## src/mem_pkg.sv

```systemverilog
`default_nettype none

package mem_pkg;

  // ------------------------------------------------------------------------
  // widths
  // ------------------------------------------------------------------------
  localparam int DATA_W = 32;
  localparam int ADDR_W = 32;

  // bus data word and byte address
  typedef logic [DATA_W-1:0] data_t;
  typedef logic [ADDR_W-1:0] haddr_t;

  // ------------------------------------------------------------------------
  // bus structs
  // ------------------------------------------------------------------------
  // master request, valid in the hsel cycle
  typedef struct packed {
    haddr_t haddr;
    logic   hwrite;
    data_t  hwdata;
  } mas_send_type;

  // slave response, hreadyout is a one cycle strobe
  typedef struct packed {
    logic  hreadyout;
    logic  hresp;
    data_t hrdata;
  } slv_send_type;

  // ------------------------------------------------------------------------
  // configuration
  // ------------------------------------------------------------------------
  // what the port front-ends see
  typedef struct packed {
    haddr_t base;
    logic   write_en;
  } mem_cfg_t;

  // register offsets on the strobe port
  localparam logic CFG_REG_BASE = 1'b0;
  localparam logic CFG_REG_CTRL = 1'b1;

  // values after reset
  localparam haddr_t CFG_BASE_RST = 32'h0000_0400;
  localparam logic   CFG_WEN_RST  = 1'b1;

endpackage

`default_nettype wire

```

## src/mem_cfg_regs.sv

```systemverilog
`timescale 1ns/100ps
`default_nettype none

module mem_cfg_regs
(
  input  wire logic            clk_l2,
  input  wire logic            rst_n,
  // strobe port
  input  wire logic            cfg_wr,
  input  wire logic            cfg_sel,
  input  wire mem_pkg::data_t  cfg_wdata,
  output mem_pkg::data_t       cfg_rdata,
  // to the port front-ends
  output mem_pkg::mem_cfg_t    cfg
);

  import mem_pkg::*;

  haddr_t base_q;
  logic   wen_q;

  // ------------------------------------------------------------------------
  // registers
  // ------------------------------------------------------------------------
  // base kept word aligned
  always_ff @(posedge clk_l2, negedge rst_n)
  begin
    if (!rst_n)
    begin
      base_q <= CFG_BASE_RST;
      wen_q  <= CFG_WEN_RST;
    end
    else if (cfg_wr)
    begin
      if (cfg_sel == CFG_REG_BASE)
        base_q <= {cfg_wdata[DATA_W-1:2], 2'b00};
      else
        wen_q <= cfg_wdata[0];
    end
  end

  // ------------------------------------------------------------------------
  // readback and outputs
  // ------------------------------------------------------------------------
  // ctrl reads back with write enable in bit 0
  always_comb
  begin
    if (cfg_sel == CFG_REG_CTRL)
      cfg_rdata = {{(DATA_W-1){1'b0}}, wen_q};
    else
      cfg_rdata = base_q;
  end

  // no extra latency toward the ports
  assign cfg.base     = base_q;
  assign cfg.write_en = wen_q;

endmodule

`default_nettype wire

```

## config.mk

```make
export PLATFORM = sky130hd
export DESIGN_NAME = mem_cfg_regs
export DESIGN_NICKNAME = d
export VERILOG_FILES = /design/src/mem_pkg.sv /design/src/mem_cfg_regs.sv
export SDC_FILE = /design/constraint.sdc
export NUM_CORES = 1
export LEC_CHECK = 0
export BUFFER_PORTS_ARGS = -buffer_cell sky130_fd_sc_hd__buf_2
export CAP_MARGIN = 10
export CORE_MARGIN = 5
export CORE_UTILIZATION = 45
export CTS_CLUSTER_DIAMETER = 80
export CTS_CLUSTER_SIZE = 25
export DETAILED_ROUTE_END_ITERATION = 10
export PLACE_DENSITY = 0.83
export SLEW_MARGIN = 25
export SYNTH_ARGS = -nofsm -noshare
export SYNTH_HDL_FRONTEND = slang
export SYNTH_SLANG_ARGS = --single-unit
```

## constraint.sdc

```tcl
create_clock -name clk_l2 -period 2.5 [get_ports clk_l2]
set_clock_uncertainty 0.15 [all_clocks]
set_input_delay 0.125 -clock clk_l2 [delete_from_list [all_inputs] [get_ports clk_l2]]
set_output_delay 0.125 -clock clk_l2 [all_outputs]
set_load 0.1 [all_outputs]
```

# After elaboration in Yosys (flattened, before gate mapping)
# Cells that the tools add are included.
# op_classes
muxes	1
bitwise_logic	1
n_reduce_logical	2
# op_table
op	n
$mux 32	1
$reduce_and 2->1	2
$not 1->1	1
# totals
regBits	31
inputBits	36
output_inout_bits	65
word_cells	6

# Depth between registers and ports, before layout
# Gate-level depths: netlist of the first run.
# depth
word_depth	2
ltp_mapped	3
mapped_depth_nobuf	2

# Worst setup path after synthesis of the first run
# Ideal clock, no wire load.
# synth_path
path_kind	reg-to-output
start	register base_q[11]
end	output port cfg_rdata[11]
arrival_time_ns	2.362
t_required_ns	2.225
slack_ns	-0.137
stages_incl_launch_ff	2
path_buffers	0
cell_sequence	dfrtp_1 nor2b_1
# synth_via
elab_chain_len	1
# synth_lines
item	line	text
start: declaration	mem_cfg_regs.sv:19	haddr_t base_q;
start signal: assignment	mem_cfg_regs.sv:36	base_q <= {cfg_wdata[DATA_W-1:2], 2'b00};
$mux 32	mem_cfg_regs.sv:48	if (cfg_sel == CFG_REG_CTRL)
end: declaration	mem_cfg_regs.sv:12	output mem_pkg::data_t cfg_rdata,
# No other way between the ends.

# Worst setup path in the final report of the first run
# layout_path
start	input port cfg_sel
end	output port cfg_rdata[29]
# layout_via
elab_chain_len	1
# layout_lines
item	line	text
start: declaration	mem_cfg_regs.sv:10	input wire logic cfg_sel,
$mux 32	mem_cfg_regs.sv:48	
# No other way between the ends.

==> results of run 1 <==
## cells in the final DEF, fill, tap and decap left out, drive strengths merged, types with 2 or more instances in the layout
cell         instances
buf                 99
clkbuf               7
conb                 3
dfrtp               29
dfstp                2
dlygate4sd3         33
mux2                31
nor2b               30
## logic make-up after synthesis
family	count (synthesis)
buffers and inverters	10
flip-flops	31
multiplexers	31
other	1
AND/OR/NAND/NOR	33
## flip-flops by register name, indices dropped and copies added (netlist names)
register / cells
base_q: 30
wen_q: 1
## per-stage QoR
step           total power, mW  cell area (sq um)
6_report                  2.26               2470
5_1_grt                   2.35               2470
4_1_cts                   2.28               2470
3_5_place_dp              1.98               2100
3_3_place_gp              1.96               2100
2_1_floorplan             1.79               1620
## layer usage
layer	track usage [%]	share of wire, %	up-vias	wire length [um]
met5	0	0	-	0
li1	-	-	602	-
met1	23.2	38	601	1620
met2	32.1	48	74	2050
met3	7.46	13	5	541
met4	4.47	0.94	0	40
## tightest hold or removal path: cells and delay by family
| family | cells | cell delay (ns) |
|---|---|---|
| muxes | 1 | 0.21 |
| buffers and inverters | 1 | 0.10 |
| and+or+nand+nor | 1 | 0.19 |
## synthesized netlist by cell type (all sizes together)
| library cell | number |
|---|---|
| conb | 1 |
| dfstp | 2 |
| and2b | 1 |
| mux2 | 31 |
| nand2 | 1 |
| buf | 7 |
| dfrtp | 29 |
| nor2b | 30 |
| clkbuf | 3 |
| and2 | 1 |
## final cells by class
| class | count | area (sq um) |
|---|---|---|
| clock buffers | 7 | 45.0 |
| multi-input cells | 67 | 759 |
| well taps | 46 | 57.6 |
| flip-flops and latches | 31 | 778 |
| repair buffers | 132 | 833 |
| fillers | 223 | 863 |
## power by group
part | internal (mW) | total, mW | switching (mW)
sequential | 0.579 | 0.636 | 0.0565
combinational | 0.286 | 1.38 | 1.09
clock | 0.106 | 0.252 | 0.146
total | 0.972 | 2.26 | 1.29
## path summary, 6_finish.rpt
kind	to	slack [ns]	depth (start not counted)
worst max-delay path	cfg_rdata[29]	0.81	4
worst min-delay path	base_q[20]	0.20	3
worst max register to register	wen_q	1.07	2
worst min register to register	base_q[16]	0.38	1
max in group asynchronous	base_q[13]	1.51	2
min in group asynchronous	base_q[31]	0.24	2
==> results_dict.tcl, run 1 <==
set metrics [dict create \
    status "finished, final reports clean" \
    grt_max_degree 32 \
    finalNonFillerCells 283 \
    die_area_sq_um 4700 \
    fin_crit_ns 1.69 \
    clk_pin_slew_ns 0.08 \
    ir_drop_uv 586 \
    gr-total-overflow 0 \
    clockBufferDepth 2 \
    synth_top_cell_area_share_pct 47.0 \
    cpMostUsedCell "buf_2" \
    syn_avg_cell_area_sq_um 14.6 \
    io_pins 101 \
    fp.dieW_um 68.6 \
    worstSetupPathType "input pin to output port" \
    drc 0 \
    start_kind "input pin" \
    yosysSeqAreaShare_pct 50.4 \
    layout.nets 273 \
    routed_wl_um 4250 \
    startpoint "cfg_sel" \
    worst_pin_slew_ns 0.686 \
    drt_pass1_iterations 2 \
    arrival_ns 1.42 \
    synth_compound_area_share_pct 0 \
    place_congestion 0.633 \
    timing.rr.start "wen_q" \
    end_kind "output port" \
    num_rows 21 \
    numCtsBuffers 5 \
    cpPeakStageDelay_ns 0.39 \
    synth_area_leader_cell "dfrtp_1" \
    root_buffer "clkbuf_4" \
    die_h_um 68.6 \
    grt.total_usage_pct 19.2 \
    muxShareOfSynthArea_pct 29.9 \
    vias 1282 \
    cts.repair.resized 0 \
    cts_hold_buf 33 \
    synth_area_sq_um 1540 \
    yosys.area_share.simple_pct 13.9 \
    hold_ws_ns 0.198 \
    drive_above_1_share_pct 70.9 \
    path_max_fanout 19 \
    worstPathRequired_ns 2.23 \
    areaGrowthSynthToFinish_pct 60.2 \
    synth_xor_xnor_area_share_pct 0 \
    drv_slew 0 \
    synth_seq_cells 31 \
    hp-start "cfg_wr" \
    crit_buf_inv 3 \
    wl_per_cell_um 15.0 \
    finalHoldViolations 0 \
    critical-path-top-delay-family "buffers and inverters" \
    max_cap_viol_count 0 \
    synth_top_family_by_area "multiplexers" \
    p_leak_nw 1.29 \
    place_inst 243 \
    clkSinkCount 31 \
    ant_nets 0 \
    rsz0062_at_grt "no" \
    relSlewSlack_pct 54.3 \
    cts_tree "yes" \
    start_util_pct 46.3 \
    layout_setup_ws_ns 0.805 \
    core_sq_um 3340 \
    ys_warn_count 0 \
    hold_class "input pin to flop" \
    cpMaxStageDelayCell "buf_4" \
    antenna_found_initial 0 \
    post-route-period-util_pct 67.8 \
    ys_top_cells_by_area "dfrtp_1, mux2_4, nor2b_1, dfstp_2, buf_8" \
    tns_ns 0 \
    finalSetupViolations 0 \
    drt_iter0_markers 39 \
    dp_hpwl_um 2730 \
    place_ws_ns 0.766 \
    clock.fmax_mhz 590 \
    post-cts-setup-buffer-count 0 \
    portBuffers 96 \
    diodes 0 \
    worstPathCellList "buf_2 > buf_4 > and2b_2 > buf_2" \
    ys_types 13 \
    grt_pass1_wl_um 6490 \
    synthAdderAreaFrac_pct 0 \
    powerDensity_nw_per_um2 916 \
    syn_inst 106 \
    insertion_delay_ns 0.31 \
    ctsHtreeMaxLevel 2 \
    via_per_inst 4.53 \
    grt_pass1_vias 1329 \
    final_core_util_pct 74.1 \
]
No activity file was read; power rests on OpenSTA's default activity.
==> run 2: changes to the inputs <==
--- a/config.mk
+++ b/config.mk
@@ -8,11 +8,11 @@
 export BUFFER_PORTS_ARGS = -buffer_cell sky130_fd_sc_hd__buf_2
 export CAP_MARGIN = 10
 export CORE_MARGIN = 5
-export CORE_UTILIZATION = 45
+export CORE_UTILIZATION = 38
 export CTS_CLUSTER_DIAMETER = 80
 export CTS_CLUSTER_SIZE = 25
 export DETAILED_ROUTE_END_ITERATION = 10
-export PLACE_DENSITY = 0.83
+export PLACE_DENSITY = 0.74
 export SLEW_MARGIN = 25
 export SYNTH_ARGS = -nofsm -noshare
 export SYNTH_HDL_FRONTEND = slang
==> constraint.sdc (replaced) <==
create_clock -name clk_l2 -period 1.55 [get_ports clk_l2]
set_clock_uncertainty 0.15 [all_clocks]
set_input_delay 0.0775 -clock clk_l2 [delete_from_list [all_inputs] [get_ports clk_l2]]
set_output_delay 0.0775 -clock clk_l2 [all_outputs]
set_load 0.1 [all_outputs]
==> run 2 against run 1 <==
  * Final cell count grew 2.8%
  * Via count grew 1.2%
  * Clock power grew 130%
  * Core utilization grew 2.0 points
  * Critical path type is now flop to output port
  * Critical endpoint is now cfg_rdata[23]
==> results_dict.tcl, run 2 (same netlist as run 1, synthesis figures left out) <==
set metrics [dict create \
    layout_common_cells "buf_2, dlygate4sd3_1, nor2b_4, mux2_4, dfrtp_2" \
    root_buffer "clkbuf_8" \
    mostFrequentLayoutCell "buf_2" \
    core_sq_um 3970 \
    grt_pass1_wl_um 7360 \
    numCtsBuffers 5 \
    max_cap_viol_count 0 \
    fp.dieW_um 73.7 \
    wl_per_cell_um 15.7 \
    diodes 0 \
    via_per_inst 4.46 \
    vias 1297 \
    io_pins 101 \
    end_kind "output port" \
    status "finished, final reports clean" \
    p_leak_nw 1.49 \
    cpPeakStageDelay_ns 0.43 \
    worst_pin_slew_ns 0.661 \
    rsz0062_at_grt "no" \
    drive_above_1_share_pct 83.8 \
    post-route-period-util_pct 95.6 \
    top_register "base_q" \
    worstSetupPathType "flop to output port" \
    clk_pin_slew_ns 0.06 \
    largest_reg_flops 30 \
    clkSinkCount 31 \
    grt_max_degree 32 \
    reg_top3 "base_q: 30 flops, wen_q: 1 flops" \
    die_h_um 73.7 \
    areaGrowthSynthToFinish_pct 95.7 \
    relSlewSlack_pct 56.0 \
    worstPathCellList "nor2b_4 > buf_2" \
    place_congestion 0.732 \
    num_rows 23 \
    clock.fmax_mhz 675 \
    arrival_ns 1.25 \
    start_kind "flop" \
    routed_wl_um 4570 \
    finalSetupViolations 0 \
    critical-path-top-delay-family "buffers and inverters" \
    layout_setup_ws_ns 0.0686 \
    die_area_sq_um 5440 \
    place_ws_ns 0.176 \
    antenna_found_initial 0 \
    ctsHtreeMaxLevel 2 \
    drt_pass1_iterations 2 \
    ant_nets 0 \
    insertion_delay_ns 0.28 \
    portBuffers 96 \
    cts_tree "yes" \
    finalHoldViolations 0 \
    path_max_fanout 3 \
    clockBufferDepth 2 \
    drc 0 \
    layout.nets 276 \
    hold_class "input pin to flop" \
    place_inst 250 \
    drv_slew 0 \
    crit_buf_inv 1 \
    start_util_pct 38.9 \
    fin_crit_ns 1.48 \
    cpMaxStageDelayCell "buf_2" \
    ir_drop_uv 818 \
    powerDensity_nw_per_um2 1370 \
    grt_pass1_vias 1496 \
    drt_iter0_markers 24 \
    dp_hpwl_um 3150 \
    worstPathRequired_ns 1.32 \
    finalNonFillerCells 291 \
    gr-total-overflow 0 \
    grt.total_usage_pct 18.4 \
]
[run 2: cell types whose count changed in the layout (fill, tap and decap cells not counted), moves of 2 or more]
cell | before | now
dfrtp_1 | 29 | 0
nor2b_4 | 1 | 30
nor2b_2 | 29 | 0
clkbuf_4 | 5 | 0
dfrtp_2 | 0 | 29
clkbuf_8 | 0 | 5
buf_12 | 0 | 20
buf_4 | 3 | 5
buf_2 | 96 | 77
[run 2: worst reg2reg max path, stage by stage (launching register included)]
cell and delay [ns]:
dfstp_2 0.54, mux2_2 0.14, dlygate4sd3_1 0.54
[run 2: power by group]
group          switching (mW)  internal, mW
combinational            1.80         0.699
sequential              0.103         0.960
clock                   0.273         0.314
[run 2: worst paths after layout]
path / endpoint / slack (ns) / cells after the start / from
worst max-delay path: cfg_rdata[23] / 0.07 / 2 / base_q[23]
worst min-delay path: base_q[19] / 0.09 / 3 / cfg_sel
worst max register to register: wen_q / 0.13 / 2 / wen_q
worst min register to register: base_q[14] / 0.38 / 1 / base_q[14]
max in group asynchronous: base_q[2] / 0.56 / 2 / rst_n
min in group asynchronous: base_q[21] / 0.22 / 2 / rst_n
[run 2: cell type report]
| type | instances | area [sq um] |
|---|---|---|
| well taps | 50 | 62.6 |
| clock inverters | 1 | 5.00 |
| multi-input cells | 67 | 906 |
| repair buffers | 135 | 1150 |
| flip-flops and latches | 31 | 818 |
| fillers | 256 | 950 |
| clock buffers | 7 | 76.3 |
[run 2: per-layer routing]
metal  part of all wire [%]  global-route usage [%]  up-vias
li1                       -                       -      607
met1                     35                    19.1      609
met2                     52                    32.5       71
met3                     10                    7.11       10
met4                    1.8                    7.85        0
met5                      0                       0        -
[run 2: what timing repair did]
| action | in CTS | in global routing |
|---|---|---|
| setup buffers | 0 | 0 |
| gates resized for setup | 0 | 0 |
| endpoints found under the setup margin | 0 | 0 |
| endpoints found under the hold margin | 60 | 0 |
| hold buffers | 33 | 0 |
[run 2: per-stage QoR]
step / cell area [sq um] / hold slack [ns] / TNS [ns] / power (mW) / utilization (%)
floorplan: 1810 / -0.368 / -0.132 / 3.01 / -
global placement: 2610 / -0.00609 / 0 / 3.49 / 65.7
detailed placement: 2610 / 0.00945 / 0 / 3.51 / 65.7
CTS: 3020 / 0.0768 / 0 / 4.18 / 76.1
global route: 3020 / 0.0868 / 0 / 4.31 / 76.1
finish: 3020 / 0.0862 / 0 / 4.15 / 76.1
==> run 3: changes to the inputs <==
--- a/config.mk
+++ b/config.mk
@@ -7,6 +7,7 @@
 export LEC_CHECK = 0
 export BUFFER_PORTS_ARGS = -buffer_cell sky130_fd_sc_hd__buf_2
 export CAP_MARGIN = 10
+export CORE_ASPECT_RATIO = 1.2
 export CORE_MARGIN = 5
 export CORE_UTILIZATION = 38
 export CTS_CLUSTER_DIAMETER = 80
==> run 3 against run 2 <==
  * Die area is 0.10% higher
  * Highest routed layer unchanged
  * Critical endpoint is now wen_q
  * Combinational power decreased by 2%
  * Critical path type is now input pin to flop
  * Fmax shrank 1.6%
==> results_dict.tcl, run 3 (same netlist as run 1, synthesis figures left out) <==
set metrics [dict create \
    status "finished, final reports clean" \
    layout_common_cells "buf_2, dlygate4sd3_1, nor2b_4, mux2_4, dfrtp_2" \
    portBuffers 96 \
    ant_nets 0 \
    ir_drop_uv 771 \
    rsz0062_at_grt "no" \
    fp.dieW_um 68.2 \
    gr-total-overflow 0 \
    largest_reg_flops 30 \
    end_kind "flop" \
    ff_latch_area_sq_um 818 \
    root_buffer "clkbuf_8" \
    hold_class "input pin to asynchronous set/reset pin" \
    max_cap_viol_count 0 \
    drt_pass1_iterations 2 \
    power.share.combinational_pct 58.6 \
    clk_pin_slew_ns 0.06 \
    drv_slew 0 \
    grt.total_usage_pct 16.9 \
    drc 0 \
    io_pins 101 \
    via_per_inst 4.29 \
    p_leak_nw 1.48 \
    path_max_fanout 1 \
    clock.fmax_mhz 664 \
    arrival_ns 1.55 \
    drive_above_1_share_pct 84.2 \
    ctsHtreeMaxLevel 2 \
    diodes 0 \
    fillers 262 \
    clockBufferDepth 2 \
    cts_tree "yes" \
    grt_pass1_vias 1377 \
    die_area_sq_um 5440 \
    seqPwrFrac_pct 25.3 \
    top_register "base_q" \
    finalHoldViolations 0 \
    grt_pass1_wl_um 6660 \
    vias 1266 \
    grt_max_degree 32 \
    drt_iter0_markers 29 \
    place_congestion 0.709 \
    reg_top3 "base_q: 30 flops, wen_q: 1 flops" \
    finalSetupViolations 0 \
    numCtsBuffers 5 \
    worstSetupPathType "input pin to flop" \
    num_rows 25 \
    power.internal_mw 2.02 \
    swShare_pct 51.7 \
    post-route-period-util_pct 97.1 \
    p_sw_mw 2.16 \
    dp_hpwl_um 2890 \
    routed_wl_um 4360 \
    core_sq_um 3940 \
    fin_crit_ns 1.51 \
    multi_input_area_sq_um 906 \
    antenna_found_initial 0 \
    start_util_pct 39.2 \
    wl_per_cell_um 14.8 \
    die_h_um 79.8 \
    post-cts-setup-buffer-count 0 \
    areaGrowthSynthToFinish_pct 92.4 \
    mostFrequentLayoutCell "buf_2" \
    worstPathRequired_ns 1.60 \
    start_kind "input pin" \
    finalPower_mw 4.18 \
    insertion_delay_ns 0.27 \
    powerDensity_nw_per_um2 1410 \
    clkSinkCount 31 \
    clkPwrFrac_pct 16.1 \
    place_inst 254 \
    finalNonFillerCells 295 \
    layout.nets 276 \
]
[run 3: cell count changes in the layout (fill, tap and decap cells not counted), sizes merged]
cell    change
clkinv      -1
clkbuf      +1
[run 3: critical path, cell delays in order]
cell and delay [ns]:
dlygate4sd3_1 0.56, buf_2 0.13, mux2_2 0.24, dlygate4sd3_1 0.55
[run 3: area by class of cell]
| class | count | area share, % |
|---|---|---|
| Timing Repair Buffer | 135 | 36.3 |
| Multi-Input combinational cell | 67 | 30.5 |
| Clock buffer | 8 | 3.37 |
| Tap cell | 54 | 2.27 |
| Sequential cell | 31 | 27.5 |
[run 3: power groups by stage]
| stage | clock network [mW] | registers, mW | logic, mW |
|---|---|---|---|
| final | 0.673 | 1.06 | 2.45 |
| after CTS | 0.699 | 1.06 | 2.46 |
| after detailed placement | 0 | 1.07 | 2.39 |
| after global routing | 0.739 | 1.07 | 2.51 |
| after global placement | 0 | 1.06 | 2.38 |
| after floorplan | 0 | 1.92 | 1.09 |
[run 3: final timing paths]
kind	endpoint	start	cells after the start	slack, ns
min in group clk_l2	base_q[2]	cfg_wr	4	0.29
setup reg to reg	wen_q	wen_q	2	0.15
hold / removal	base_q[20]	rst_n	3	0.20
hold reg to reg	base_q[31]	base_q[31]	1	0.38
max in group asynchronous	wen_q	rst_n	3	0.73
setup / recovery	wen_q	cfg_wdata[0]	4	0.04
[run 3: layer usage]
metal | up-vias | track usage, % | wire (um)
met4 | 0 | 5.37 | 55
li1 | 605 | - | -
met5 | - | 0 | 0
met3 | 5 | 6.34 | 386
met1 | 586 | 17.3 | 1730
met2 | 70 | 30.8 | 2190
[run 3: timing repair]
| item | CTS | global route |
|---|---|---|
| hold endpoints to repair | 62 | 0 |
| resized for setup | 0 | 0 |
| hold buffers | 33 | 0 |
[run 3: stage by stage]
| step | setup WS, ns | area [sq um] | TNS, ns | hold slack, ns | util, % |
|---|---|---|---|---|---|
| 4_1_cts | 0.0564 | 2970 | 0 | 0.197 | 75.4 |
| 2_1_floorplan | -0.0908 | 1810 | -0.132 | -0.368 | - |
| 5_1_grt | 0.0321 | 2970 | 0 | 0.245 | 75.4 |
| 6_report | 0.0442 | 2970 | 0 | 0.199 | 75.4 |
| 3_3_place_gp | 0.289 | 2540 | 0 | -0.0353 | 64.4 |
| 3_5_place_dp | 0.287 | 2540 | 0 | -0.0350 | 64.4 |
