### src/mem_pkg.sv
`default_nettype none

package mem_pkg;

  // ------------------------------------------------------------------------
  // widths
  // ------------------------------------------------------------------------
  localparam int DATA_W = 32;
  localparam int ADDR_W = 32;

  // bus data word and byte address
  typedef logic [DATA_W-1:0] data_t;
  typedef logic [ADDR_W-1:0] haddr_t;

  // ------------------------------------------------------------------------
  // bus structs
  // ------------------------------------------------------------------------
  // master request, valid in the hsel cycle
  typedef struct packed {
    haddr_t haddr;
    logic   hwrite;
    data_t  hwdata;
  } mas_send_type;

  // slave response, hreadyout is a one cycle strobe
  typedef struct packed {
    logic  hreadyout;
    logic  hresp;
    data_t hrdata;
  } slv_send_type;

  // ------------------------------------------------------------------------
  // configuration
  // ------------------------------------------------------------------------
  // what the port front-ends see
  typedef struct packed {
    haddr_t base;
    logic   write_en;
  } mem_cfg_t;

  // register offsets on the strobe port
  localparam logic CFG_REG_BASE = 1'b0;
  localparam logic CFG_REG_CTRL = 1'b1;

  // values after reset
  localparam haddr_t CFG_BASE_RST = 32'h0000_0400;
  localparam logic   CFG_WEN_RST  = 1'b1;

endpackage

`default_nettype wire

### src/mem_ahb_port.sv
`timescale 1ns/100ps
`default_nettype none

module mem_ahb_port
#(
  parameter int MEM_WORDS = 256,
  parameter bit WRITABLE  = 1'b1
)
(
  input  wire logic                         clk_l2,
  input  wire logic                         rst_n,
  // bus side
  input  wire logic                         hsel,
  input  wire mem_pkg::mas_send_type        req,
  output mem_pkg::slv_send_type             rsp,
  // from the register block
  input  wire mem_pkg::mem_cfg_t            cfg,
  // sram side
  output logic [$clog2(MEM_WORDS)-1:0]      ram_addr,
  output logic                              ram_wen,
  output mem_pkg::data_t                    ram_wdata,
  input  wire mem_pkg::data_t               ram_rdata
);

  import mem_pkg::*;

  localparam int IDX_W = $clog2(MEM_WORDS);

  // one valid bit per stage
  logic         s1_vld;
  logic         s2_vld;
  logic         s3_vld;
  logic         busy;
  // latched request
  mas_send_type req_q;
  // address check
  haddr_t       offset;
  logic         below_base;
  logic         misaligned;
  logic         out_of_range;
  logic         wr_denied;
  logic         req_err;
  // error status riding along the pipe
  logic         err_s2;
  logic         err_s3;

  // ------------------------------------------------------------------------
  // request / acknowledge sequencer
  // ------------------------------------------------------------------------
  // port stays busy until the response is registered
  assign busy = s1_vld | s2_vld | s3_vld;

  // edge 0 accepts, edges 1 to 3 walk the pipe
  always_ff @(posedge clk_l2, negedge rst_n)
  begin
    if (!rst_n)
    begin
      s1_vld <= 1'b0;
      s2_vld <= 1'b0;
      s3_vld <= 1'b0;
    end
    else
    begin
      s1_vld <= hsel & ~busy;
      s2_vld <= s1_vld;
      s3_vld <= s2_vld;
    end
  end

  // request latch, hsel while busy is dropped
  always_ff @(posedge clk_l2)
  begin
    if (hsel && !busy)
      req_q <= req;
  end

  // ------------------------------------------------------------------------
  // address translation and checks
  // ------------------------------------------------------------------------
  // byte offset from the base
  assign offset       = req_q.haddr - cfg.base;
  assign below_base   = req_q.haddr < cfg.base;
  assign misaligned   = |req_q.haddr[1:0];
  // word index past the array end
  assign out_of_range = offset[ADDR_W-1:2] >= (ADDR_W-2)'(MEM_WORDS);
  // write on a read only port or while writes are disabled
  assign wr_denied    = req_q.hwrite & (~WRITABLE | ~cfg.write_en);
  assign req_err      = below_base | misaligned | out_of_range | wr_denied;

  // edge 1, issue the sram access
  // a bad request never writes
  always_ff @(posedge clk_l2, negedge rst_n)
  begin
    if (!rst_n)
    begin
      ram_wen <= 1'b0;
      err_s2  <= 1'b0;
    end
    else
    begin
      ram_wen <= s1_vld & req_q.hwrite & ~req_err;
      err_s2  <= req_err;
    end
  end

  // sram address and write word
  always_ff @(posedge clk_l2)
  begin
    if (s1_vld)
    begin
      ram_addr  <= offset[IDX_W+1:2];
      ram_wdata <= req_q.hwdata;
    end
  end

  // edge 2, sram completes
  always_ff @(posedge clk_l2, negedge rst_n)
  begin
    if (!rst_n)
      err_s3 <= 1'b0;
    else
      err_s3 <= err_s2;
  end

  // ------------------------------------------------------------------------
  // response register
  // ------------------------------------------------------------------------
  // edge 3, one cycle strobe
  // error gives hresp 1 with zero data
  always_ff @(posedge clk_l2, negedge rst_n)
  begin
    if (!rst_n)
    begin
      rsp <= '0;
    end
    else
    begin
      rsp.hreadyout <= s3_vld;
      rsp.hresp     <= s3_vld & err_s3;
      rsp.hrdata    <= (s3_vld && !err_s3) ? ram_rdata : '0;
    end
  end

endmodule

`default_nettype wire

### config.mk
export PLATFORM = sky130hd
export DESIGN_NAME = mem_ahb_port
export DESIGN_NICKNAME = d
export VERILOG_FILES = /design/src/mem_pkg.sv /design/src/mem_ahb_port.sv
export SDC_FILE = /design/constraint.sdc
export NUM_CORES = 1
export LEC_CHECK = 0
export ABC_AREA = 1
export BUFFER_PORTS_ARGS = -buffer_cell sky130_fd_sc_hd__buf_2
export CAP_MARGIN = 10
export CORE_MARGIN = 2
export CORE_UTILIZATION = 30
export CTS_CLUSTER_SIZE = 24
export DETAILED_ROUTE_END_ITERATION = 8
export GPL_ROUTABILITY_DRIVEN = 0
export PLACE_DENSITY = 0.61
export SLEW_MARGIN = 0
export SYNTH_ARGS = -nofsm -noshare
export SYNTH_HDL_FRONTEND = slang
export SYNTH_SLANG_ARGS = --single-unit
### constraint.sdc
create_clock -name clk_l2 -period 10.6 [get_ports clk_l2]
set_clock_uncertainty 0.1 [all_clocks]
set_input_delay 1.06 -clock clk_l2 [delete_from_list [all_inputs] [get_ports clk_l2]]
set_output_delay 1.06 -clock clk_l2 [all_outputs]
set_load 0.01 [all_outputs]
* After elaboration in Yosys (flattened, before gate mapping) *
Index checks and enable logic that the tools add are counted.

operators by class
  reductions and logical operators = 5
  muxes and demuxes = 1
  bitwise gates (word level) = 13
  add/sub/neg operators = 1
  $lt $le $gt $ge = 2

operator list
  cell                                                                    number
  32-bit < comparator                                                     1
  32-bit 2-to-1 mux                                                       1
  32-bit subtractor                                                       1
  30-bit by 9-bit >= comparator with 1-bit output, second input constant  1
  1-bit bitwise AND                                                       5
  1-bit bitwise OR                                                        5
  1-bit inverter                                                          3
  1-bit logical AND                                                       2
  1-bit zero test                                                         2
  2-bit OR reduction                                                      1

word-level totals
  flip-flop bits (word level) = 145
  input port bits = 133
  output and inout port bits = 75
  logic and storage cells = 36

* Longest topological paths before layout *
Gate-level depths: netlist of run 1.

  depth in word-level cells = 6
  depth in mapped cells = 20
  gate-level depth less buffers = 20

* Worst setup path before layout of run 1 *
Ideal clock, no wire load.

  kind = register -> register
  start = register s1_vld
  end = register s1_vld
  setup slack = 2.456 ns
  period minus slack after synthesis = 8.144 ns
  setup time = 0.757 ns
  stages on the path, launching flop included = 2
  data required time = 9.743 ns
  data arrival time = 7.286 ns
  buffers on the path = 0
  cells stage by stage = dfrtp_1 -> nor4_1

on the way
  longest elaborated chain between the ends = 4

ends and longest elaborated chain
  item                            line                RTL
  start, declared                 mem_ahb_port.sv:30  logic s1_vld;
  start signal, assigned          mem_ahb_port.sv:64  s1_vld <= hsel & ~busy;
  1-bit bitwise OR (2 in series)  mem_ahb_port.sv:51  assign busy = s1_vld | s2_vld | s3_vld;
  1-bit inverter                  mem_ahb_port.sv:64
  1-bit bitwise AND               mem_ahb_port.sv:64

No other way between the ends.
A chain may end at the register's enable or synchronous reset.

* Worst setup path after layout of run 1 *
  start = input port cfg[11] in the netlist's numbering
  end = register ram_wen

on the way
  longest elaborated chain between the ends = 6
  elaborated cells on any way between the ends = 8
  classes of those cells = add/sub (1); order compare (2); bitwise (5)

ends and longest elaborated chain
  item                                                                                        line                                    RTL
  start, declared                                                                             mem_ahb_port.sv:17                      input wire mem_pkg::mem_cfg_t cfg,
  32-bit subtractor / 32-bit < comparator (equally long branches)                             mem_ahb_port.sv:81, mem_ahb_port.sv:82
  30-bit by 9-bit >= comparator with 1-bit output / 1-bit bitwise OR (equally long branches)  mem_ahb_port.sv:85, mem_ahb_port.sv:88
  1-bit bitwise OR (*) (2 in series)                                                          mem_ahb_port.sv:88                      assign req_err = below_base | misaligned | out_of_range | wr_denied;
  named net req_err                                                                           mem_ahb_port.sv:42                      logic req_err;
  1-bit inverter (*)                                                                          mem_ahb_port.sv:101                     ram_wen <= s1_vld & req_q.hwrite & ~req_err;
  1-bit bitwise AND (*)                                                                       mem_ahb_port.sv:101
  end signal, assigned                                                                        mem_ahb_port.sv:101
  end, declared                                                                               mem_ahb_port.sv:20                      output logic ram_wen,

The timed path passes the listed nets; every way through them passes the cells marked *.

==> results of run 1 <==
## cell families after synthesis
group / count (synthesis) / share of synthesized area, %
XOR/XNOR: 3 / 0.365
buffers and inverters: 192 / 10.0
flip-flops: 145 / 57.6
AND/OR/NAND/NOR: 415 / 24.2
AO/OA/AOI/OAI: 31 / 2.41
adder cells (fa/ha/maj): 31 / 5.38
## cell usage after synthesis
cell      number  area, µm²
nand2_1      255        957
inv_1        186        698
edfxtp_1     105       3150
nor2_1        78        293
dfrtp_1       40       1000
nand3_1       37        185
ha_1          31        388
a21oi_1       21        105
nand3b_1      11       82.6
nand2_2       10       62.6
nor2_2         7       43.8
nand4_1        5       31.3
o21bai_1       4       30.0
and2_1         3       18.8
clkbuf_1       3       11.3
inv_2          3       11.3
nor3_1         3       15.0
o21ai_0        3       15.0
nor2_4         2       22.5
xnor2_1        2       17.5
a211oi_1       1       7.51
a21o_1         1       7.51
a21oi_2        1       8.76
and3_1         1       6.26
nand3_2        1       10.0
nor3_2         1       10.0
nor4_1         1       6.26
xor2_1         1       8.76
## placed cells by master, fill, tap and decap left out, types with 2 or more instances in the layout
cell type  Yosys  routed
a21oi_1       21      21
and2_1         3       3
inv_6          0       4
dfrtp_1       40      39
inv_1        186     186
nand3_1       37      37
xnor2_1        2       2
nor2_4         2       2
nor3_1         3       3
o21bai_1       4       4
ha_1          31      31
nand2_1      255     255
clkbuf_16      0      17
nor2_2         7       7
buf_4          0       2
inv_2          3       3
inv_8          0       5
nor2_1        78      78
bufinv_16      0       2
nand2_2       10      10
nand3b_1      11      11
nand4_1        5       5
buf_2          0     207
o21ai_0        3       3
edfxtp_1     105     105
## per-layer routing
layer / part of all wire (%) / wire length (µm) / track usage [%]
met1: 45 / 8090 / 18.4
met2: 47 / 8490 / 25.2
met3: 6.3 / 1130 / 3.41
met4: 1.3 / 234 / 4.09
met5: 0 / 0 / 0
## state kept, by name, summed over array words and instances, names as in the netlist, 8 cells and up
name,flops
rsp,34
ram_addr,8
ram_wdata,32
req_q,65
## cell type report
cell class                      instances  area (µm²)  area share, %
Sequential cell                       145        4160           44.8
Tap cell                              319         399           4.31
Inverter                              189         709           7.66
Multi-Input combinational cell        480        2340           25.2
Clock buffer                           17         425           4.59
Timing Repair Buffer                  209        1050           11.3
Clock inverter                         15         188           2.03
## stage by stage
stage	instance area, µm²	hold slack [ns]	std cells	util (%)	total power, mW
3_5_place_dp	8650	0.241	1342	36.8	1.03
6_report	9270	0.257	1374	39.4	1.64
5_1_grt	9270	0.259	1374	39.4	1.74
2_1_floorplan	7210	0.231	817	-	0.918
4_1_cts	9270	0.258	1374	39.4	1.67
3_3_place_gp	8650	0.235	1342	36.8	1.03
## path summary, 6_finish.rpt
kind | to | depth (start not counted) | slack, ns | start
hold / removal | err_s3 | 0 | 0.26 | err_s2
max in group asynchronous | s1_vld | 1 | 9.10 | rst_n
hold reg to reg | err_s3 | 0 | 0.26 | err_s2
min in group asynchronous | rsp[6] | 1 | 0.67 | rst_n
setup / recovery | ram_wen | 18 | 7.66 | cfg[11]
setup reg to reg | ram_wen | 16 | 8.03 | req_q[43]
## critical path: stages
cell and delay [ns]:
buf_2 0.08, inv_1 0.03, ha_1 0.38, nand2_2 0.13, inv_1 0.06, a21oi_2 0.27
nor2_2 0.09, nor2_1 0.13, nand2_1 0.13, nand2_1 0.12, nand2_1 0.06, nand2_1 0.06
nand2_1 0.05, nor2_1 0.14, nand3_1 0.09, nor2_1 0.12, nand2_1 0.10, nor2_2 0.08
## power by group
| part | switching (mW) | total [mW] | internal (mW) |
|---|---|---|---|
| logic | 0.211 | 0.318 | 0.107 |
| registers | 0.0149 | 0.698 | 0.683 |
| clock network | 0.267 | 0.627 | 0.360 |
| total | 0.493 | 1.64 | 1.15 |
==> results.ini, run 1 <==
[clocking]
clock-root-buffer=clkbuf_16
postCtsHoldBufs=0
cts_buffers=17
clock_latency_ns=0.42
cts_tree=yes
cts_max_level=4
path_clk_slew_ns=0.07
cts_max_path_buffers=2
cts.sinks=145
cts_setup_buffers=0
cts_resized=0

[timing]
maxSlewHeadroom_pct=28.8
final_hold_viol_count=0
grt_setup_unrepaired=false
clock.fmax_ghz=0.340
fin_crit_sh_pct=27.7
tightest_slew_ns=1.07
setup_viol=0
min_period_ns=2.94
fin_ws_ns=7.66
fin_tns_setup_ns=0
slew_viol_final=0

[global_route]
grt_util_all_layers_pct=14.6
grt_pass1_wl_um=29500
grt_pass1_vias=5975
gr-total-overflow=0
antenna_found_initial=0
grt_max_degree=67

[cells_and_area]
final_layout_size_suffix_gt1_share_pct=25.3
fill_cells=2441
nNetsFinal=1206
antennaDiodeCount=0
area_growth_pct=28.6

[logic_synthesis]
ys_warn_count=0
seq_area_frac_synth_pct=57.6
syn-mean-instance-area_um2=8.82
synth_area_mm2=0.00721
postSynthCellCount=817
syn_nets=981
ys_types=28
ys_ff_latch=145

[floorplanning]
fp.dieH_um=159
dieArea_mm2=0.0253
rows=56
ios=208
core-area_mm2=0.0235
die_w_um=159
start_util_pct=30.6

[detailed_routing]
wl_um=18000
avgRoutedWirePerCell_um=13.1
drc=0
ant_nets=0
first_pass_iters=5
via_per_inst=4.26
vias=5860
drt_iter0_drc=391

[worst_setup_path]
critical_path_class=primary input to flip-flop
critPathRequiredTime_ns=10.85
critPathLaunchType=primary input
crit_path_max_fanout=6
crit_arrival_ns=3.19
setup.worst_path.end_class=flip-flop

[place]
place_worst_setup_slack_ns=7.29
dp_hpwl_um=14000
port_buffers=207

[run]
maxCapViolations=0

[pwr]
p_leak_nw=4.94
power_density_mw_per_mm2=177
vdd_drop_max_uv=79.3

[min_path]
hold_class=flip-flop to flip-flop

[status]
status=complete, no violations

No activity file was read; power rests on OpenSTA's default activity.
==> inputs of run 2 (changes only) <==
--- a/config.mk
+++ b/config.mk
@@ -5,7 +5,7 @@
 export SDC_FILE = /design/constraint.sdc
 export NUM_CORES = 1
 export LEC_CHECK = 0
-export ABC_AREA = 1
+export ABC_AREA = 0
 export BUFFER_PORTS_ARGS = -buffer_cell sky130_fd_sc_hd__buf_2
 export CAP_MARGIN = 10
 export CORE_MARGIN = 2
@@ -13,7 +13,7 @@
 export CTS_CLUSTER_SIZE = 24
 export DETAILED_ROUTE_END_ITERATION = 8
 export GPL_ROUTABILITY_DRIVEN = 0
-export PLACE_DENSITY = 0.61
+export PLACE_DENSITY = 0.63
 export SLEW_MARGIN = 0
 export SYNTH_ARGS = -nofsm -noshare
 export SYNTH_HDL_FRONTEND = slang
==> constraint.sdc (replaced) <==
create_clock -name clk_l2 -period 2.4 [get_ports clk_l2]
set_clock_uncertainty 0.1 [all_clocks]
set_input_delay 0.24 -clock clk_l2 [delete_from_list [all_inputs] [get_ports clk_l2]]
set_output_delay 0.24 -clock clk_l2 [all_outputs]
set_load 0.01 [all_outputs]
==> results.ini, run 2 <==
[logic_synthesis]
synth-edff-count=105  ; unchanged
syn_nets=680  ; was 981
postSynthCellCount=516  ; was 817
seq_area_frac_synth_pct=62.3  ; was 57.6%
synth_area_mm2=0.00667  ; was 0.00721 mm²
synth_area_leaders=edfxtp_1, dfrtp_1, ha_1  ; was edfxtp_1, dfrtp_1, nand2_1
syn-mean-instance-area_um2=12.9  ; was 8.82 µm²
async_flop_share_pct=27.6  ; unchanged
synth-main-ff-cell=edfxtp_1  ; unchanged
ys_top_cells_by_count=edfxtp_1, dfrtp_1, and2_1  ; was nand2_1, inv_1, edfxtp_1
ys_types=70  ; was 28
synth_area_leader_cell=edfxtp_1  ; unchanged
synth_top_area_share_pct=47.3  ; was 43.7%
ys_warn_count=0  ; unchanged
ys_ff_latch=145  ; unchanged
synth_most_common_cell=edfxtp_1  ; was nand2_1

[worst_setup_path]
rr_endpoint=err_s2  ; was ram_wen
slowest_delay_ns=0.55  ; was 0.38 ns
setup.worst_path.end_class=flip-flop  ; unchanged
worst-path-buf-inv=0  ; was 3
critical_path_class=flip-flop to flip-flop  ; was primary input to flip-flop
critPathRequiredTime_ns=2.59  ; was 10.85 ns
crit_arrival_ns=3.27  ; was 3.19 ns
critPathLaunchType=flip-flop  ; was primary input
critPathLaunch=req_q[48]  ; was cfg[11]
crit_path_max_fanout=7  ; was 6
path_delay_family=simple AND/OR/NAND/NOR gates  ; unchanged
cp_num_cells=9  ; was 18
rr_startpoint=req_q[48]  ; was req_q[43]
rrSetupSlack_ns=-0.68  ; was 8.03 ns
cp_slowest_cell=or4_4  ; was ha_1
rr_worst_depth=9  ; was 16
crit_top_cell=or4_4  ; was nand2_1
cp_cell_sequence=ha_2, and2_4, a21oi_2, nor2_1, or4_4, or4_4, a32oi_1, nand4_1, or3_1  ; was buf_2, inv_1, ha_1, nand2_2, inv_1, a21oi_2, nor2_2, nor2_1, nand2_1, nand2_1, nand2_1, nand2_1, nand2_1, nor2_1, nand3_1, nor2_1, nand2_1, nor2_2
crit_path_end=err_s2  ; was ram_wen

[global_route]
antenna_found_initial=0  ; unchanged
grt_max_degree=67  ; unchanged
grt_pass1_vias=5617  ; was 5975
gr-total-overflow=0  ; unchanged
grt_pass1_wl_um=29000  ; was 29500 µm
grt_util_all_layers_pct=15.5  ; was 14.6%

[cells_and_area]
nNetsFinal=1100  ; was 1206
area_growth_pct=57.9  ; was 28.6%
design_area_mm2=0.0105  ; was 0.00927 mm²
final_layout_size_suffix_gt1_share_pct=41.6  ; was 25.3%
final_common_cell=buf_2  ; was nand2_1
top_regs=req_q x65, rsp x34, ram_wdata x32  ; unchanged
final_cell_mix=buf_2, buf_4, edfxtp_1  ; was nand2_1, buf_2, inv_1
top_register=req_q  ; unchanged
antennaDiodeCount=0  ; unchanged
fill_cells=1985  ; was 2441
post-route-util_pct=48.3  ; was 39.4%
largest_reg_flops=65  ; unchanged

[timing]
min_period_ns=3.08
final_hold_viol_count=0  ; unchanged
maxSlewHeadroom_pct=39.5  ; was 28.8%
fin_crit_sh_pct=128
clock.fmax_ghz=0.325
grt_setup_unrepaired=true  ; was false
tightest_slew_ns=0.908  ; was 1.07 ns
fin_ws_ns=-0.679  ; was 7.66 ns
setup_viol=2  ; was 0
slew_viol_final=0  ; unchanged

[detailed_routing]
vias=5514  ; was 5860
via_per_inst=4.49  ; was 4.26
drc=0  ; unchanged
avgRoutedWirePerCell_um=14.5  ; was 13.1 µm
first_pass_iters=4  ; was 5
ant_nets=0  ; unchanged
drt_iter0_drc=291  ; was 391
wl_um=17800  ; was 18000 µm

[clocking]
clock-root-buffer=clkbuf_16  ; unchanged
cts_max_path_buffers=2  ; unchanged
cts.sinks=145  ; unchanged
path_clk_slew_ns=0.07  ; about the same
cts_tree=yes  ; unchanged
clock_latency_ns=0.41  ; was 0.42 ns
cts_max_level=4  ; unchanged
cts_buffers=17  ; unchanged

[min_path]
hold_class=primary input to flip-flop  ; was flip-flop to flip-flop

[floorplanning]
ios=208  ; unchanged
dieArea_mm2=0.0234  ; was 0.0253 mm²
rows=54  ; was 56
die_w_um=153  ; was 159 µm
start_util_pct=30.6  ; about the same
fp.dieH_um=153  ; was 159 µm
core-area_mm2=0.0218  ; was 0.0235 mm²

[pwr]
vdd_drop_max_uv=414  ; was 79.3 µV
power_density_mw_per_mm2=724  ; was 177 mW/mm²
p_leak_nw=4.73  ; was 4.94 nW

[status]
status=complete, but fails checks  ; was complete, no violations
violations=setup timing

[run]
maxCapViolations=0  ; unchanged

[place]
port_buffers=207  ; unchanged
placed_area_mm2=0.00878  ; was 0.00865 mm²
dp_hpwl_um=12800  ; was 14000 µm

[run 2: power by group]
| part | internal, mW | switching [mW] |
|---|---|---|
| combinational | 0.893 | 0.866 |
| sequential | 3.01 | 0.0884 |
| clock | 1.59 | 1.17 |
[run 2: area by class of cell]
type,instances,area [µm²],area share [%]
clock buffers,17,425,4.04
flip-flops and latches,145,4160,39.4
well taps,280,350,3.33
clock inverters,15,190,1.81
inverters,36,135,1.28
repair buffers,418,2880,27.3
multi-input cells,318,2400,22.8
[run 2: kinds of logic after synthesis]
kind of cell             synth area share [%]
XOR/XNOR                                 2.10
adder cells (fa/ha/maj)                  5.82
multiplexers                            0.638
buffers and inverters                    4.33
AO/OA/AOI/OAI                            12.5
AND/OR/NAND/NOR                          12.3
flip-flops                               62.3
[run 2: how the worst min path moves through the flow]
stage / start / endpoint / cells past startpoint
2_1_floorplan: rst_n / err_s2 / 0
3_3_place_gp: err_s2 / err_s3 / 0
3_5_place_dp: err_s2 / err_s3 / 0
4_1_cts: hsel / s1_vld / 3
5_1_grt: hsel / s1_vld / 3
6_report: hsel / s1_vld / 3
[run 2: per-stage QoR]
| step | hold slack (ns) | worst slack [ns] | TNS (ns) | power [mW] | std cells |
|---|---|---|---|---|---|
| global route | 0.279 | -0.815 | -1.55 | 8.02 | 1229 |
| CTS | 0.260 | -0.666 | -1.23 | 7.71 | 1228 |
| detailed placement | 0.278 | -0.747 | -1.45 | 4.72 | 1099 |
| floorplan | -0.156 | -1.03 | -68.93 | 3.99 | 516 |
| global placement | 0.290 | -0.708 | -1.34 | 4.71 | 1099 |
| finish | 0.270 | -0.679 | -1.24 | 7.63 | 1229 |
[run 2: what timing repair did]
item,4_1_cts,5_1_grt
gates resized for setup,18,10
pin swaps,3,5
hold buffers,98,0
hold endpoints to repair,137,0
setup endpoints to repair,2,2
buffers inserted,0,1
[run 2: metal layers]
metal	wire, µm	share of wire (%)	track usage (%)	up-vias
met5	0	0	0	-
met2	8650	49	26.3	182
met4	263	1.5	4.59	0
met1	7980	45	20.2	2546
li1	-	-	-	2766
met3	929	5.2	2.98	20
[run 2: worst register-to-register path, stage by stage, from the launching register on]
cell and delay [ns]:
edfxtp_1 0.37, ha_2 0.32, and2_4 0.16, a21oi_2 0.14, nor2_1 0.06, or4_4 0.55, or4_4 0.49, a32oi_1 0.21
nand4_1 0.17, or3_1 0.37
